<file path="src/source/core_pkg.sv">
package core_pkg;

    typedef logic [31:0] word_t;
    typedef logic [3:0]  reg_addr_t;

    // major opcode, instruction bits 27..26
    typedef enum logic [1:0] {
        OP_DATA = 2'b00,
        OP_MEM  = 2'b01,
        OP_NOP  = 2'b10,
        OP_RSVD = 2'b11
    } op_kind_e;

    // data-processing cmd field, bits 24..21
    typedef enum logic [3:0] {
        ALU_AND = 4'b0000,
        ALU_SUB = 4'b0010,
        ALU_ADD = 4'b0100,
        ALU_ORR = 4'b1100
    } alu_op_e;

    typedef struct packed {
        op_kind_e  kind;
        alu_op_e   alu_op;
        logic      use_imm;
        logic      is_load;
        logic      is_store;
        reg_addr_t rd;
        reg_addr_t rn;
        reg_addr_t rm;
        word_t     imm;
    } decoded_instr_t;

    localparam reg_addr_t PC_REG         = 4'd15;
    // pipeline view of r15, two words ahead
    localparam word_t     PC_READ_OFFSET = 32'd8;
    localparam word_t     WORD_BYTES     = 32'd4;

endpackage

</file>
<file path="src/source/mem_port_if.sv">
interface mem_port_if;

    logic            req_valid;
    logic            req_write;
    core_pkg::word_t req_addr;
    core_pkg::word_t req_wdata;
    logic            req_ready;
    // read data, one pulse per read
    logic            rsp_valid;
    core_pkg::word_t rsp_rdata;

    modport requester (
        output req_valid, req_write, req_addr, req_wdata,
        input  req_ready, rsp_valid, rsp_rdata
    );

    modport arbiter (
        input  req_valid, req_write, req_addr, req_wdata,
        output req_ready, rsp_valid, rsp_rdata
    );

endinterface

</file>
<file path="src/source/instr_stream_if.sv">
interface instr_stream_if;

    logic            valid;
    logic            ready;
    core_pkg::word_t instr;
    // address the word was fetched from
    core_pkg::word_t pc;

    modport producer (output valid, instr, pc, input ready);

    modport consumer (input valid, instr, pc, output ready);

endinterface

</file>
<file path="src/source/fetch_unit.sv">
module fetch_unit #(
    parameter core_pkg::word_t RESET_PC = 32'h0
) (
    input  logic                clk,
    input  logic                reset,
    mem_port_if.requester       bus,
    instr_stream_if.producer    out
);

    core_pkg::word_t pc;
    core_pkg::word_t buf_instr;
    core_pkg::word_t buf_pc;
    logic            fetch_req;
    logic            fetch_pending;
    logic            buf_valid;

    // fetch is read only
    assign bus.req_valid = fetch_req;
    assign bus.req_write = 1'b0;
    assign bus.req_addr  = pc;
    assign bus.req_wdata = '0;

    assign out.valid = buf_valid;
    assign out.instr = buf_instr;
    assign out.pc    = buf_pc;

    always_ff @(posedge clk or posedge reset) begin
        if (reset) begin
            pc            <= RESET_PC;
            fetch_req     <= 1'b0;
            fetch_pending <= 1'b0;
            buf_valid     <= 1'b0;
        end else begin
            // one fetch at a time, only into an empty buffer
            if (fetch_req) begin
                if (bus.req_ready) begin
                    fetch_req     <= 1'b0;
                    fetch_pending <= 1'b1;
                end
            end else if (!fetch_pending && !buf_valid) begin
                fetch_req <= 1'b1;
            end

            if (bus.rsp_valid) begin
                fetch_pending <= 1'b0;
                buf_valid     <= 1'b1;
                pc            <= pc + core_pkg::WORD_BYTES;
            end else if (out.valid && out.ready) begin
                buf_valid <= 1'b0;
            end
        end
    end

    // buffer keeps the word together with its own address
    always_ff @(posedge clk) begin
        if (bus.rsp_valid) begin
            buf_instr <= bus.rsp_rdata;
            buf_pc    <= pc;
        end
    end

endmodule

</file>
<file path="src/source/bus_arbiter.sv">
module bus_arbiter (
    input  logic            clk,
    input  logic            reset,
    mem_port_if.arbiter     fetch_port,
    mem_port_if.arbiter     data_port,
    output logic            mem_req_valid,
    output logic            mem_req_write,
    output core_pkg::word_t mem_req_addr,
    output core_pkg::word_t mem_req_wdata,
    input  logic            mem_req_ready,
    input  logic            mem_rsp_valid,
    input  core_pkg::word_t mem_rsp_rdata
);

    logic gnt_locked;
    logic gnt_data;
    logic read_wait;
    logic read_owner_data;
    logic sel_data;
    logic handshake;

    //////////////////////////////////////////////////////////////////////
    // request steering

    // data side wins a fresh contest, a locked grant keeps its owner
    assign sel_data = gnt_locked ? gnt_data : data_port.req_valid;

    always_comb begin
        if (sel_data) begin
            mem_req_valid = data_port.req_valid && !read_wait;
            mem_req_write = data_port.req_write;
            mem_req_addr  = data_port.req_addr;
            mem_req_wdata = data_port.req_wdata;
        end else begin
            mem_req_valid = fetch_port.req_valid && !read_wait;
            mem_req_write = fetch_port.req_write;
            mem_req_addr  = fetch_port.req_addr;
            mem_req_wdata = fetch_port.req_wdata;
        end
    end

    assign handshake = mem_req_valid && mem_req_ready;

    assign data_port.req_ready  = mem_req_ready && !read_wait && sel_data;
    assign fetch_port.req_ready = mem_req_ready && !read_wait && !sel_data;

    //////////////////////////////////////////////////////////////////////
    // response routing

    assign data_port.rsp_valid  = mem_rsp_valid && read_wait && read_owner_data;
    assign fetch_port.rsp_valid = mem_rsp_valid && read_wait && !read_owner_data;
    assign data_port.rsp_rdata  = mem_rsp_rdata;
    assign fetch_port.rsp_rdata = mem_rsp_rdata;

    always_ff @(posedge clk or posedge reset) begin
        if (reset) begin
            gnt_locked      <= 1'b0;
            gnt_data        <= 1'b0;
            read_wait       <= 1'b0;
            read_owner_data <= 1'b0;
        end else begin
            if (handshake) begin
                gnt_locked <= 1'b0;
                // port stays closed until the read data is back
                if (!mem_req_write) begin
                    read_wait       <= 1'b1;
                    read_owner_data <= sel_data;
                end
            end else if (mem_req_valid) begin
                gnt_locked <= 1'b1;
                gnt_data   <= sel_data;
            end

            if (mem_rsp_valid) begin
                read_wait <= 1'b0;
            end
        end
    end

endmodule

</file>
<file path="src/source/reg_file.sv">
module reg_file (
    input  logic                clk,
    input  logic                reset,
    input  logic                we,
    input  core_pkg::reg_addr_t wa,
    input  core_pkg::word_t     wd,
    input  core_pkg::reg_addr_t ra1,
    input  core_pkg::reg_addr_t ra2,
    input  core_pkg::word_t     pc_read,
    output core_pkg::word_t     rd1,
    output core_pkg::word_t     rd2
);

    // r0..r14, r15 is not stored
    core_pkg::word_t regs [0:14];

    always_ff @(posedge clk or posedge reset) begin
        if (reset) begin
            for (int i = 0; i < 15; i++) begin
                regs[i] <= '0;
            end
        end else if (we && wa != core_pkg::PC_REG) begin
            regs[wa] <= wd;
        end
    end

    assign rd1 = (ra1 == core_pkg::PC_REG) ? pc_read : regs[ra1];
    assign rd2 = (ra2 == core_pkg::PC_REG) ? pc_read : regs[ra2];

endmodule

</file>
<file path="src/source/instr_decoder.sv">
module instr_decoder (
    input  core_pkg::word_t          instr,
    output core_pkg::decoded_instr_t dec
);

    always_comb begin
        dec      = '0;
        dec.kind = core_pkg::op_kind_e'(instr[27:26]);
        dec.rd   = instr[15:12];
        dec.rn   = instr[19:16];
        dec.rm   = instr[3:0];

        case (dec.kind)
            core_pkg::OP_DATA: begin
                dec.use_imm = instr[25];
                dec.imm     = {24'b0, instr[7:0]};
                case (instr[24:21])
                    core_pkg::ALU_AND,
                    core_pkg::ALU_SUB,
                    core_pkg::ALU_ADD,
                    core_pkg::ALU_ORR: begin
                        dec.alu_op = core_pkg::alu_op_e'(instr[24:21]);
                    end
                    // other commands retire without a write
                    default: begin
                        dec.kind = core_pkg::OP_NOP;
                    end
                endcase
            end
            core_pkg::OP_MEM: begin
                // address is rn + imm12, always added
                dec.alu_op   = core_pkg::ALU_ADD;
                dec.use_imm  = 1'b1;
                dec.imm      = {20'b0, instr[11:0]};
                dec.is_load  = instr[20];
                dec.is_store = ~instr[20];
            end
            default: begin
                dec.kind = core_pkg::OP_NOP;
            end
        endcase
    end

endmodule

</file>
<file path="src/source/exec_unit.sv">
module exec_unit (
    input  logic                clk,
    input  logic                reset,
    instr_stream_if.consumer    in,
    mem_port_if.requester       bus
);

    typedef enum logic [1:0] {
        S_IDLE,
        S_EXEC,
        S_REQ,
        S_WAIT
    } state_e;

    state_e                   state;
    core_pkg::word_t          instr_q;
    core_pkg::word_t          pc_q;
    core_pkg::word_t          ld_data;
    logic                     rsp_seen;
    core_pkg::decoded_instr_t dec;
    core_pkg::reg_addr_t      ra2;
    core_pkg::word_t          rd1;
    core_pkg::word_t          rd2;
    core_pkg::word_t          op_b;
    core_pkg::word_t          alu_res;
    logic                     mem_op;
    logic                     we;
    core_pkg::word_t          wd;

    instr_decoder u_decoder (
        .instr (instr_q),
        .dec   (dec)
    );

    // store data comes from rd on the second port
    assign ra2 = dec.is_store ? dec.rd : dec.rm;

    reg_file u_regs (
        .clk     (clk),
        .reset   (reset),
        .we      (we),
        .wa      (dec.rd),
        .wd      (wd),
        .ra1     (dec.rn),
        .ra2     (ra2),
        .pc_read (pc_q + core_pkg::PC_READ_OFFSET),
        .rd1     (rd1),
        .rd2     (rd2)
    );

    //////////////////////////////////////////////////////////////////////
    // alu, also forms the memory address

    assign op_b = dec.use_imm ? dec.imm : rd2;

    always_comb begin
        case (dec.alu_op)
            core_pkg::ALU_AND: alu_res = rd1 & op_b;
            core_pkg::ALU_SUB: alu_res = rd1 - op_b;
            core_pkg::ALU_ORR: alu_res = rd1 | op_b;
            default:           alu_res = rd1 + op_b;
        endcase
    end

    assign mem_op = dec.is_load || dec.is_store;

    assign in.ready = (state == S_IDLE);

    assign bus.req_valid = (state == S_EXEC || state == S_REQ) && mem_op;
    assign bus.req_write = dec.is_store;
    assign bus.req_addr  = alu_res;
    assign bus.req_wdata = rd2;

    // writeback, alu result or the captured load word
    assign we = (state == S_EXEC && dec.kind == core_pkg::OP_DATA) ||
                (state == S_WAIT && rsp_seen);
    assign wd = (state == S_WAIT) ? ld_data : alu_res;

    always_ff @(posedge clk or posedge reset) begin
        if (reset) begin
            state    <= S_IDLE;
            rsp_seen <= 1'b0;
        end else begin
            case (state)
                S_IDLE: begin
                    if (in.valid) begin
                        state <= S_EXEC;
                    end
                end
                S_EXEC, S_REQ: begin
                    if (!mem_op) begin
                        state <= S_IDLE;
                    end else if (bus.req_ready) begin
                        state <= dec.is_load ? S_WAIT : S_IDLE;
                    end else begin
                        state <= S_REQ;
                    end
                end
                S_WAIT: begin
                    if (rsp_seen) begin
                        rsp_seen <= 1'b0;
                        state    <= S_IDLE;
                    end else if (bus.rsp_valid) begin
                        rsp_seen <= 1'b1;
                    end
                end
                default: state <= S_IDLE;
            endcase
        end
    end

    always_ff @(posedge clk) begin
        if (in.valid && in.ready) begin
            instr_q <= in.instr;
            pc_q    <= in.pc;
        end
        if (bus.rsp_valid) begin
            ld_data <= bus.rsp_rdata;
        end
    end

endmodule

</file>
<file path="src/source/arm_lite_core.sv">
module arm_lite_core #(
    parameter core_pkg::word_t RESET_PC = 32'h0
) (
    input  logic            clk,
    input  logic            reset,
    output logic            mem_req_valid,
    output logic            mem_req_write,
    output core_pkg::word_t mem_req_addr,
    output core_pkg::word_t mem_req_wdata,
    input  logic            mem_req_ready,
    input  logic            mem_rsp_valid,
    input  core_pkg::word_t mem_rsp_rdata
);

    mem_port_if     fetch_bus ();
    mem_port_if     data_bus ();
    instr_stream_if instr_stream ();

    fetch_unit #(
        .RESET_PC (RESET_PC)
    ) u_fetch (
        .clk   (clk),
        .reset (reset),
        .bus   (fetch_bus.requester),
        .out   (instr_stream.producer)
    );

    exec_unit u_exec (
        .clk   (clk),
        .reset (reset),
        .in    (instr_stream.consumer),
        .bus   (data_bus.requester)
    );

    // single external port shared by fetch and data
    bus_arbiter u_arbiter (
        .clk           (clk),
        .reset         (reset),
        .fetch_port    (fetch_bus.arbiter),
        .data_port     (data_bus.arbiter),
        .mem_req_valid (mem_req_valid),
        .mem_req_write (mem_req_write),
        .mem_req_addr  (mem_req_addr),
        .mem_req_wdata (mem_req_wdata),
        .mem_req_ready (mem_req_ready),
        .mem_rsp_valid (mem_rsp_valid),
        .mem_rsp_rdata (mem_rsp_rdata)
    );

endmodule

</file>
<file path="config.mk">
export PLATFORM = sky130hd
export DESIGN_NAME = arm_lite_core
export DESIGN_NICKNAME = d
export VERILOG_FILES = /design/src/source/core_pkg.sv /design/src/source/mem_port_if.sv /design/src/source/instr_stream_if.sv /design/src/source/fetch_unit.sv /design/src/source/bus_arbiter.sv /design/src/source/reg_file.sv /design/src/source/instr_decoder.sv /design/src/source/exec_unit.sv /design/src/source/arm_lite_core.sv
export SDC_FILE = /design/constraint.sdc
export NUM_CORES = 2
export LEC_CHECK = 0
export BUFFER_PORTS_ARGS = -buffer_cell sky130_fd_sc_hd__buf_4
export CAP_MARGIN = 15
export CORE_UTILIZATION = 50
export CTS_CLUSTER_SIZE = 10
export DETAILED_ROUTE_END_ITERATION = 16
export PLACE_DENSITY = 0.66
export SLEW_MARGIN = 30
export SYNTH_ARGS = -nofsm -noshare
export SYNTH_HDL_FRONTEND = slang
export SYNTH_HIERARCHICAL = 1
export SYNTH_SLANG_ARGS = --single-unit
export TNS_END_PERCENT = 1
</file>
<file path="constraint.sdc">
create_clock -name clk -period 17.65 [get_ports clk]
set_input_delay 2.6475 -clock clk [delete_from_list [all_inputs] [get_ports clk]]
set_output_delay 2.6475 -clock clk [all_outputs]
set_load 0.02 [all_outputs]
</file>
Word-level counts from Yosys, hierarchy flattened
Cells that the tools add are included.
{"block": "totals", "output_inout_bits": 66, "elab_cells": 149, "ff_bits": 674, "in_bits": 36}
{"block": "classes", "bitwise_logic": 8, "eq_ne": 15, "reduce_logical": 41, "n_lt_le_gt_ge": 4, "addsub": 4, "n_mux": 47}
{"operator": "bitwise mux 480 bit", "n": 1}
{"operator": "2-to-1 mux 32 bit", "n": 11}
{"operator": "binary-select mux 32 bit (select 4 bit)", "n": 2}
{"operator": "demux 32 bit (select 4 bit)", "n": 1}
{"operator": "case mux 32 bit (3 select lines)", "n": 1}
{"operator": "adder 32 x 3 -> 32 bit (second input constant)", "n": 1}
{"operator": "adder 32 bit", "n": 1}
{"operator": "adder 32 x 4 -> 32 bit (second input constant)", "n": 1}
{"operator": "bitwise AND 32 bit", "n": 1}
{"operator": "bitwise OR 32 bit", "n": 1}
{"operator": "subtractor 32 bit", "n": 1}
{"operator": "case mux 12 bit (2 select lines)", "n": 1}
{"operator": "2-to-1 mux 1 bit", "n": 18}
{"operator": "== test 4 bit (second input constant)", "n": 4}
{"operator": "logical AND 1 bit", "n": 16}
{"operator": ">= comparator 5 bit (second input constant)", "n": 3}
{"operator": "NOT 4 -> 5 bit", "n": 3}
{"operator": "2-to-1 mux 2 bit", "n": 7}
{"operator": "case mux 5 bit (2 select lines)", "n": 1}
{"operator": "AND reduction 2 bit", "n": 5}
{"operator": "nonzero test 2 bit", "n": 5}
{"operator": "== test 4 x 2 -> 1 bit (second input constant)", "n": 2}
{"operator": "zero test 4 bit", "n": 2}
{"operator": "2-to-1 mux 4 bit", "n": 2}
{"operator": "15 further kinds", "n": 28}

Logic depth before layout (Yosys ltp)
{"block": "depth", "ltp_word": 13, "depth_mapped": 30, "ltp_nobuf": 27}

Hierarchy
The synthesis kept the hierarchy.
{"module": "reg_file", "area_each_um2": 26046.2, "seq_area_each_um2": 12011.5, "cells_each": 1837, "n_inst": 1}
{"module": "exec_unit", "area_each_um2": 7713.6, "seq_area_each_um2": 2957.8, "cells_each": 788, "n_inst": 1}
{"module": "fetch_unit", "area_each_um2": 3663.5, "seq_area_each_um2": 2687.6, "cells_each": 233, "n_inst": 1}
{"module": "bus_arbiter", "area_each_um2": 1514.0, "seq_area_each_um2": 100.1, "cells_each": 165, "n_inst": 1}
{"module": "instr_decoder", "area_each_um2": 426.7, "seq_area_each_um2": 0.0, "cells_each": 61, "n_inst": 1}

Worst setup path before layout
No wires, ideal clock.
{"block": "synth_path", "path_kind": "register to output", "startpoint": "reg u_exec.instr_q[27]", "endpoint": "out mem_req_addr[31]", "t_required_ns": 15.002, "n_path_buf": 4, "path_stages_with_launch": 26, "slack_ns": 8.865, "t_arrival_ns": 6.138, "cell_sequence": "edfxtp_1 buf_2 nor3_1 mux2_2 buf_2 buf_6 buf_6 mux4_2 o211ai_1 o211ai_1 mux2i_1 ha_1 nand3b_1 nor4_2 and2_1 nor2_1 xor2_1 ha_1 a21o_1 a21o_1 a21oi_1 o221a_2 a21oi_1 or4_1 nand3_2 mux2_2"}
{"block": "synth_via", "elab_chain_len": 12, "word_cells_on_any_way": 25}
{"element": "start: declaration", "line_no": "exec_unit.sv:16", "text": "core_pkg::word_t instr_q;"}
{"element": "start signal: assignment", "line_no": "exec_unit.sv:114", "text": "instr_q <= in.instr;"}
{"element": "== test 2 x 1 -> 1 bit *", "line_no": "instr_decoder.sv:13", "text": "case (dec.kind)"}
{"element": "2-to-1 mux 2 bit *", "line_no": "instr_decoder.sv:13"}
{"element": "via data_bus.req_write", "line_no": "mem_port_if.sv:4", "text": "logic req_write;"}
{"element": "2-to-1 mux 4 bit *", "line_no": "exec_unit.sv:36", "text": "assign ra2 = dec.is_store ? dec.rd : dec.rm;"}
{"element": "via u_exec.ra2[0]", "line_no": "exec_unit.sv:21", "text": "core_pkg::reg_addr_t ra2;"}
{"element": "NOT 4 -> 5 bit (implied by the code)", "line_no": "reg_file.sv:28", "text": "assign rd2 = (ra2 == core_pkg::PC_REG) ? pc_read : regs[ra2];"}
{"element": "binary-select mux 32 bit (select 4 bit)", "line_no": "reg_file.sv:28"}
{"element": "2-to-1 mux 32 bit (implied by the code) (2 in a row)", "line_no": "reg_file.sv:28"}
{"element": "2-to-1 mux 32 bit *", "line_no": "reg_file.sv:28"}
{"element": "via data_bus.req_wdata[1]", "line_no": "mem_port_if.sv:6", "text": "core_pkg::word_t req_wdata;"}
{"element": "2-to-1 mux 32 bit *", "line_no": "exec_unit.sv:54", "text": "assign op_b = dec.use_imm ? dec.imm : rd2;"}
{"element": "adder 32 bit / subtractor 32 bit (equally long branches)", "line_no": "exec_unit.sv:61, exec_unit.sv:59"}
{"element": "case mux 32 bit (3 select lines) *", "line_no": "exec_unit.sv:57", "text": "case (dec.alu_op)"}
{"element": "via data_bus.req_addr[31]", "line_no": "mem_port_if.sv:5", "text": "core_pkg::word_t req_addr;"}
{"element": "2-to-1 mux 32 bit *", "line_no": "bus_arbiter.sv:29", "text": "if (sel_data) begin"}
{"element": "end: declaration", "line_no": "arm_lite_core.sv:8", "text": "output core_pkg::word_t mem_req_addr,"}
The timed path passes the listed nets; every way through them passes the cells marked *. The select of a mux whose other input is x is not followed.

Final worst setup path
{"block": "layout_path", "startpoint": "reg u_exec.instr_q[27]", "endpoint": "out mem_req_addr[25]"}
Same word-level chain as after synthesis.

==> impl_results.md <==
- Status: complete, no violations
- Reg2Reg Depth: 26
- Crit Path Max Fanout: 50
- Slowest cell on the critical path: buf_4
- Layout cells sized above 1: 0.356
- Total Neg Setup Slack: 0 ns
- R2r endpoint: u_exec/u_regs/regs[188]
- DR vias/cell: 6.50
- Post-route antenna net violation count: 0
- # nets final: 3078
- CP Buf/Inv Count: 4
- # clock sinks: 670
- Design Area, Final: 42100 um^2
- Syn avg cell area: 12.7 um^2
- Diodes inserted: 0
- Setup WS post-layout: 5.24 ns
- Hold buffers post-CTS: 0
- DRC: 0
- Initial core utilization: 0.505
- Final worst path period need: 12.41 ns
- Clock Skews: 0.0281 ns
- GR Overflow Total: 0
- Critical Path RT: 15.00 ns
- Final Hold Viols: 0
- Die ar.: 79300 um^2
- Final setup violation count: 0
- Unrepaired setup endpoints after global routing: no
- Maximum VDD drop: 0.150 mV
- Critical path class: reg2out
- Final Slew Violations: 0
- DR vias: 26.5k
- DP Worst Slack: 6.12 ns
- Die height: 282 um
- CTS tree: yes
- Static Leak: 17.9 nW
- Fin crit share: 0.703
- CTS root buf: clkbuf_16
- Worst-path clk slew: 0.05 ns
- Max_cap viols: 0
- RR Startpoint: u_exec/instr_q[27]
- Setup crit end kind: primary output
- Post-Syn Instances: 3072
- Core Area: 77500 um^2
- Mapped Area: 39100 um^2
- Startpoint Class: flip-flop
- HPWL after DPL: 78700 um
- Max Fclk: 0.0805 GHz
- Chip width: 282 um
- Total wire length: 120000 um
- Crit-path most repeated cell: buf_4
- Gr usage total: 0.303
- Hold_sp: u_fetch/out.pc[5]
- Largest net degree at the start of global routing: 182
- Worst slew pin tran: 0.975 ns
- Area added between synthesis and finish: 7.72%
- GP Congestion: 0.930
- Initial drt markers: 2538
- First-pass GRT wire length: 177000 um
- DR pass1 iterations: 5
- Hold Path Cell Cnt: 0
- Slowest stage delay, CP: 0.74 ns
- Yosys warning total: 6
- Reg2reg setup slack: 7.97 ns
- Worst endpoint data arrival time: 9.77 ns
- Max Buffers Root-to-Sink: 3
- Slew HR: 0.343
- Ports: 102
- Routed WL per cell: 29.3 um
- Placed cell area: 39900 um^2
- Placement Rows: 102
- Hold Crit Class: reg2reg
- Post-CTS Resized: 0
- Initial antenna violation count: 3
- Hold EP: u_exec/pc_q[5]
- PortBufs: 101
- Vias in the first global route: 27.2k
- Depth of the CTS H-tree: 3
- Pwr Density: 168 nW/um^2
- Post-CTS setup buffer count: 0
- CTS buffer count: 78
- Clock latency on the worst-skew pair: 0.64 ns
- Cell Chain, Critical Path: nor3_1 -> buf_4 -> mux2_8 -> buf_4 -> nand2b_2 -> buf_4 -> o221ai_1 -> o211ai_1 -> o211ai_1 -> mux2i_1 -> ha_1 -> nand3b_1 -> nor4_2 -> a21oi_1 -> xor2_1 -> ha_1 -> a21oi_1 -> o21ai_0 -> a221oi_1 -> a21boi_0 -> o21ai_0 -> a211o_1 -> mux2_2 -> buf_4
- CP top delay family: compound AO/OA/AOI/OAI gates
[layer usage]
layer | part of all wire | track usage | up-vias
met5 | 0 | 0 | -
met4 | 0.056 | 0.158 | 0
met3 | 0.062 | 0.0450 | 303
met2 | 0.49 | 0.501 | 1097
met1 | 0.40 | 0.389 | 13868
li1 | - | - | 11227
[final cells by class]
cell class	instances	area (um^2)
clock buffers	110	2150
clock inverters	5	55.1
inverters	51	199
repair buffers	156	1250
well taps	1040	1300
multi-input cells	2044	19600
fillers	6509	35400
flip-flops and latches	670	17500
[cell usage in the layout, fill, tap and decap left out, drive strengths merged, types with 4 or more instances in the layout]
cell type	count
mux2	601
dfrtp	520
mux4	192
buf	156
edfxtp	150
nand2	150
o21ai	132
mux2i	130
nor2	113
clkbuf	110
xnor2	63
a21oi	60
o22ai	60
conb	58
inv	52
xor2	48
o221ai	47
ha	40
a21o	38
o211ai	37
nand3	29
nand4	27
nor3	24
nor2b	17
and2	16
nor4	16
o211a	14
a211o	14
and3	14
nand2b	12
a31oi	9
o21a	7
and4	7
nor4b	7
nand3b	5
or4	5
o31ai	4
o21bai	4
a221oi	4
clkinv	4
[sequential cells by signal, summed over array words and instances, names as in the netlist, 2 cells and up]
signal	flops
u_exec/state	2
u_exec/u_regs/regs	480
u_fetch/out.pc	30
u_fetch/out.instr	28
u_exec/pc_q	32
u_exec/ld_data	32
u_fetch/bus.req_addr	30
u_exec/instr_q	28
[how the worst max path moves through the flow]
stage               cells past startpoint          startpoint               endpoint
floorplan                               1               reset  u_exec/u_regs/regs[0]
global placement                       26  u_exec/instr_q[27]       mem_req_addr[31]
detailed placement                     24  u_exec/instr_q[27]       mem_req_addr[25]
CTS                                    24  u_exec/instr_q[27]       mem_req_addr[25]
global route                           24  u_exec/instr_q[27]       mem_req_addr[25]
finish                                 24  u_exec/instr_q[27]       mem_req_addr[25]
[stage by stage]
| step | power, mW | util | hold WS [ns] | std cells |
|---|---|---|---|---|
| after floorplan | 4.56 | - | 0.400 | 3128 |
| after global placement | 5.49 | 0.514 | 0.401 | 3959 |
| after detailed placement | 5.61 | 0.515 | 0.405 | 3960 |
| after CTS | 7.08 | 0.543 | 0.410 | 4075 |
| after global routing | 7.40 | 0.544 | 0.415 | 4076 |
| final | 7.08 | 0.544 | 0.415 | 4076 |
[power breakdown]
part | switching, mW | total, mW | internal, mW
Clock | 0.613 | 1.45 | 0.835
Combinational | 1.93 | 3.28 | 1.35
Sequential | 0.324 | 2.35 | 2.03
Total | 2.87 | 7.08 | 4.21
No activity file was read; power rests on OpenSTA's default activity.
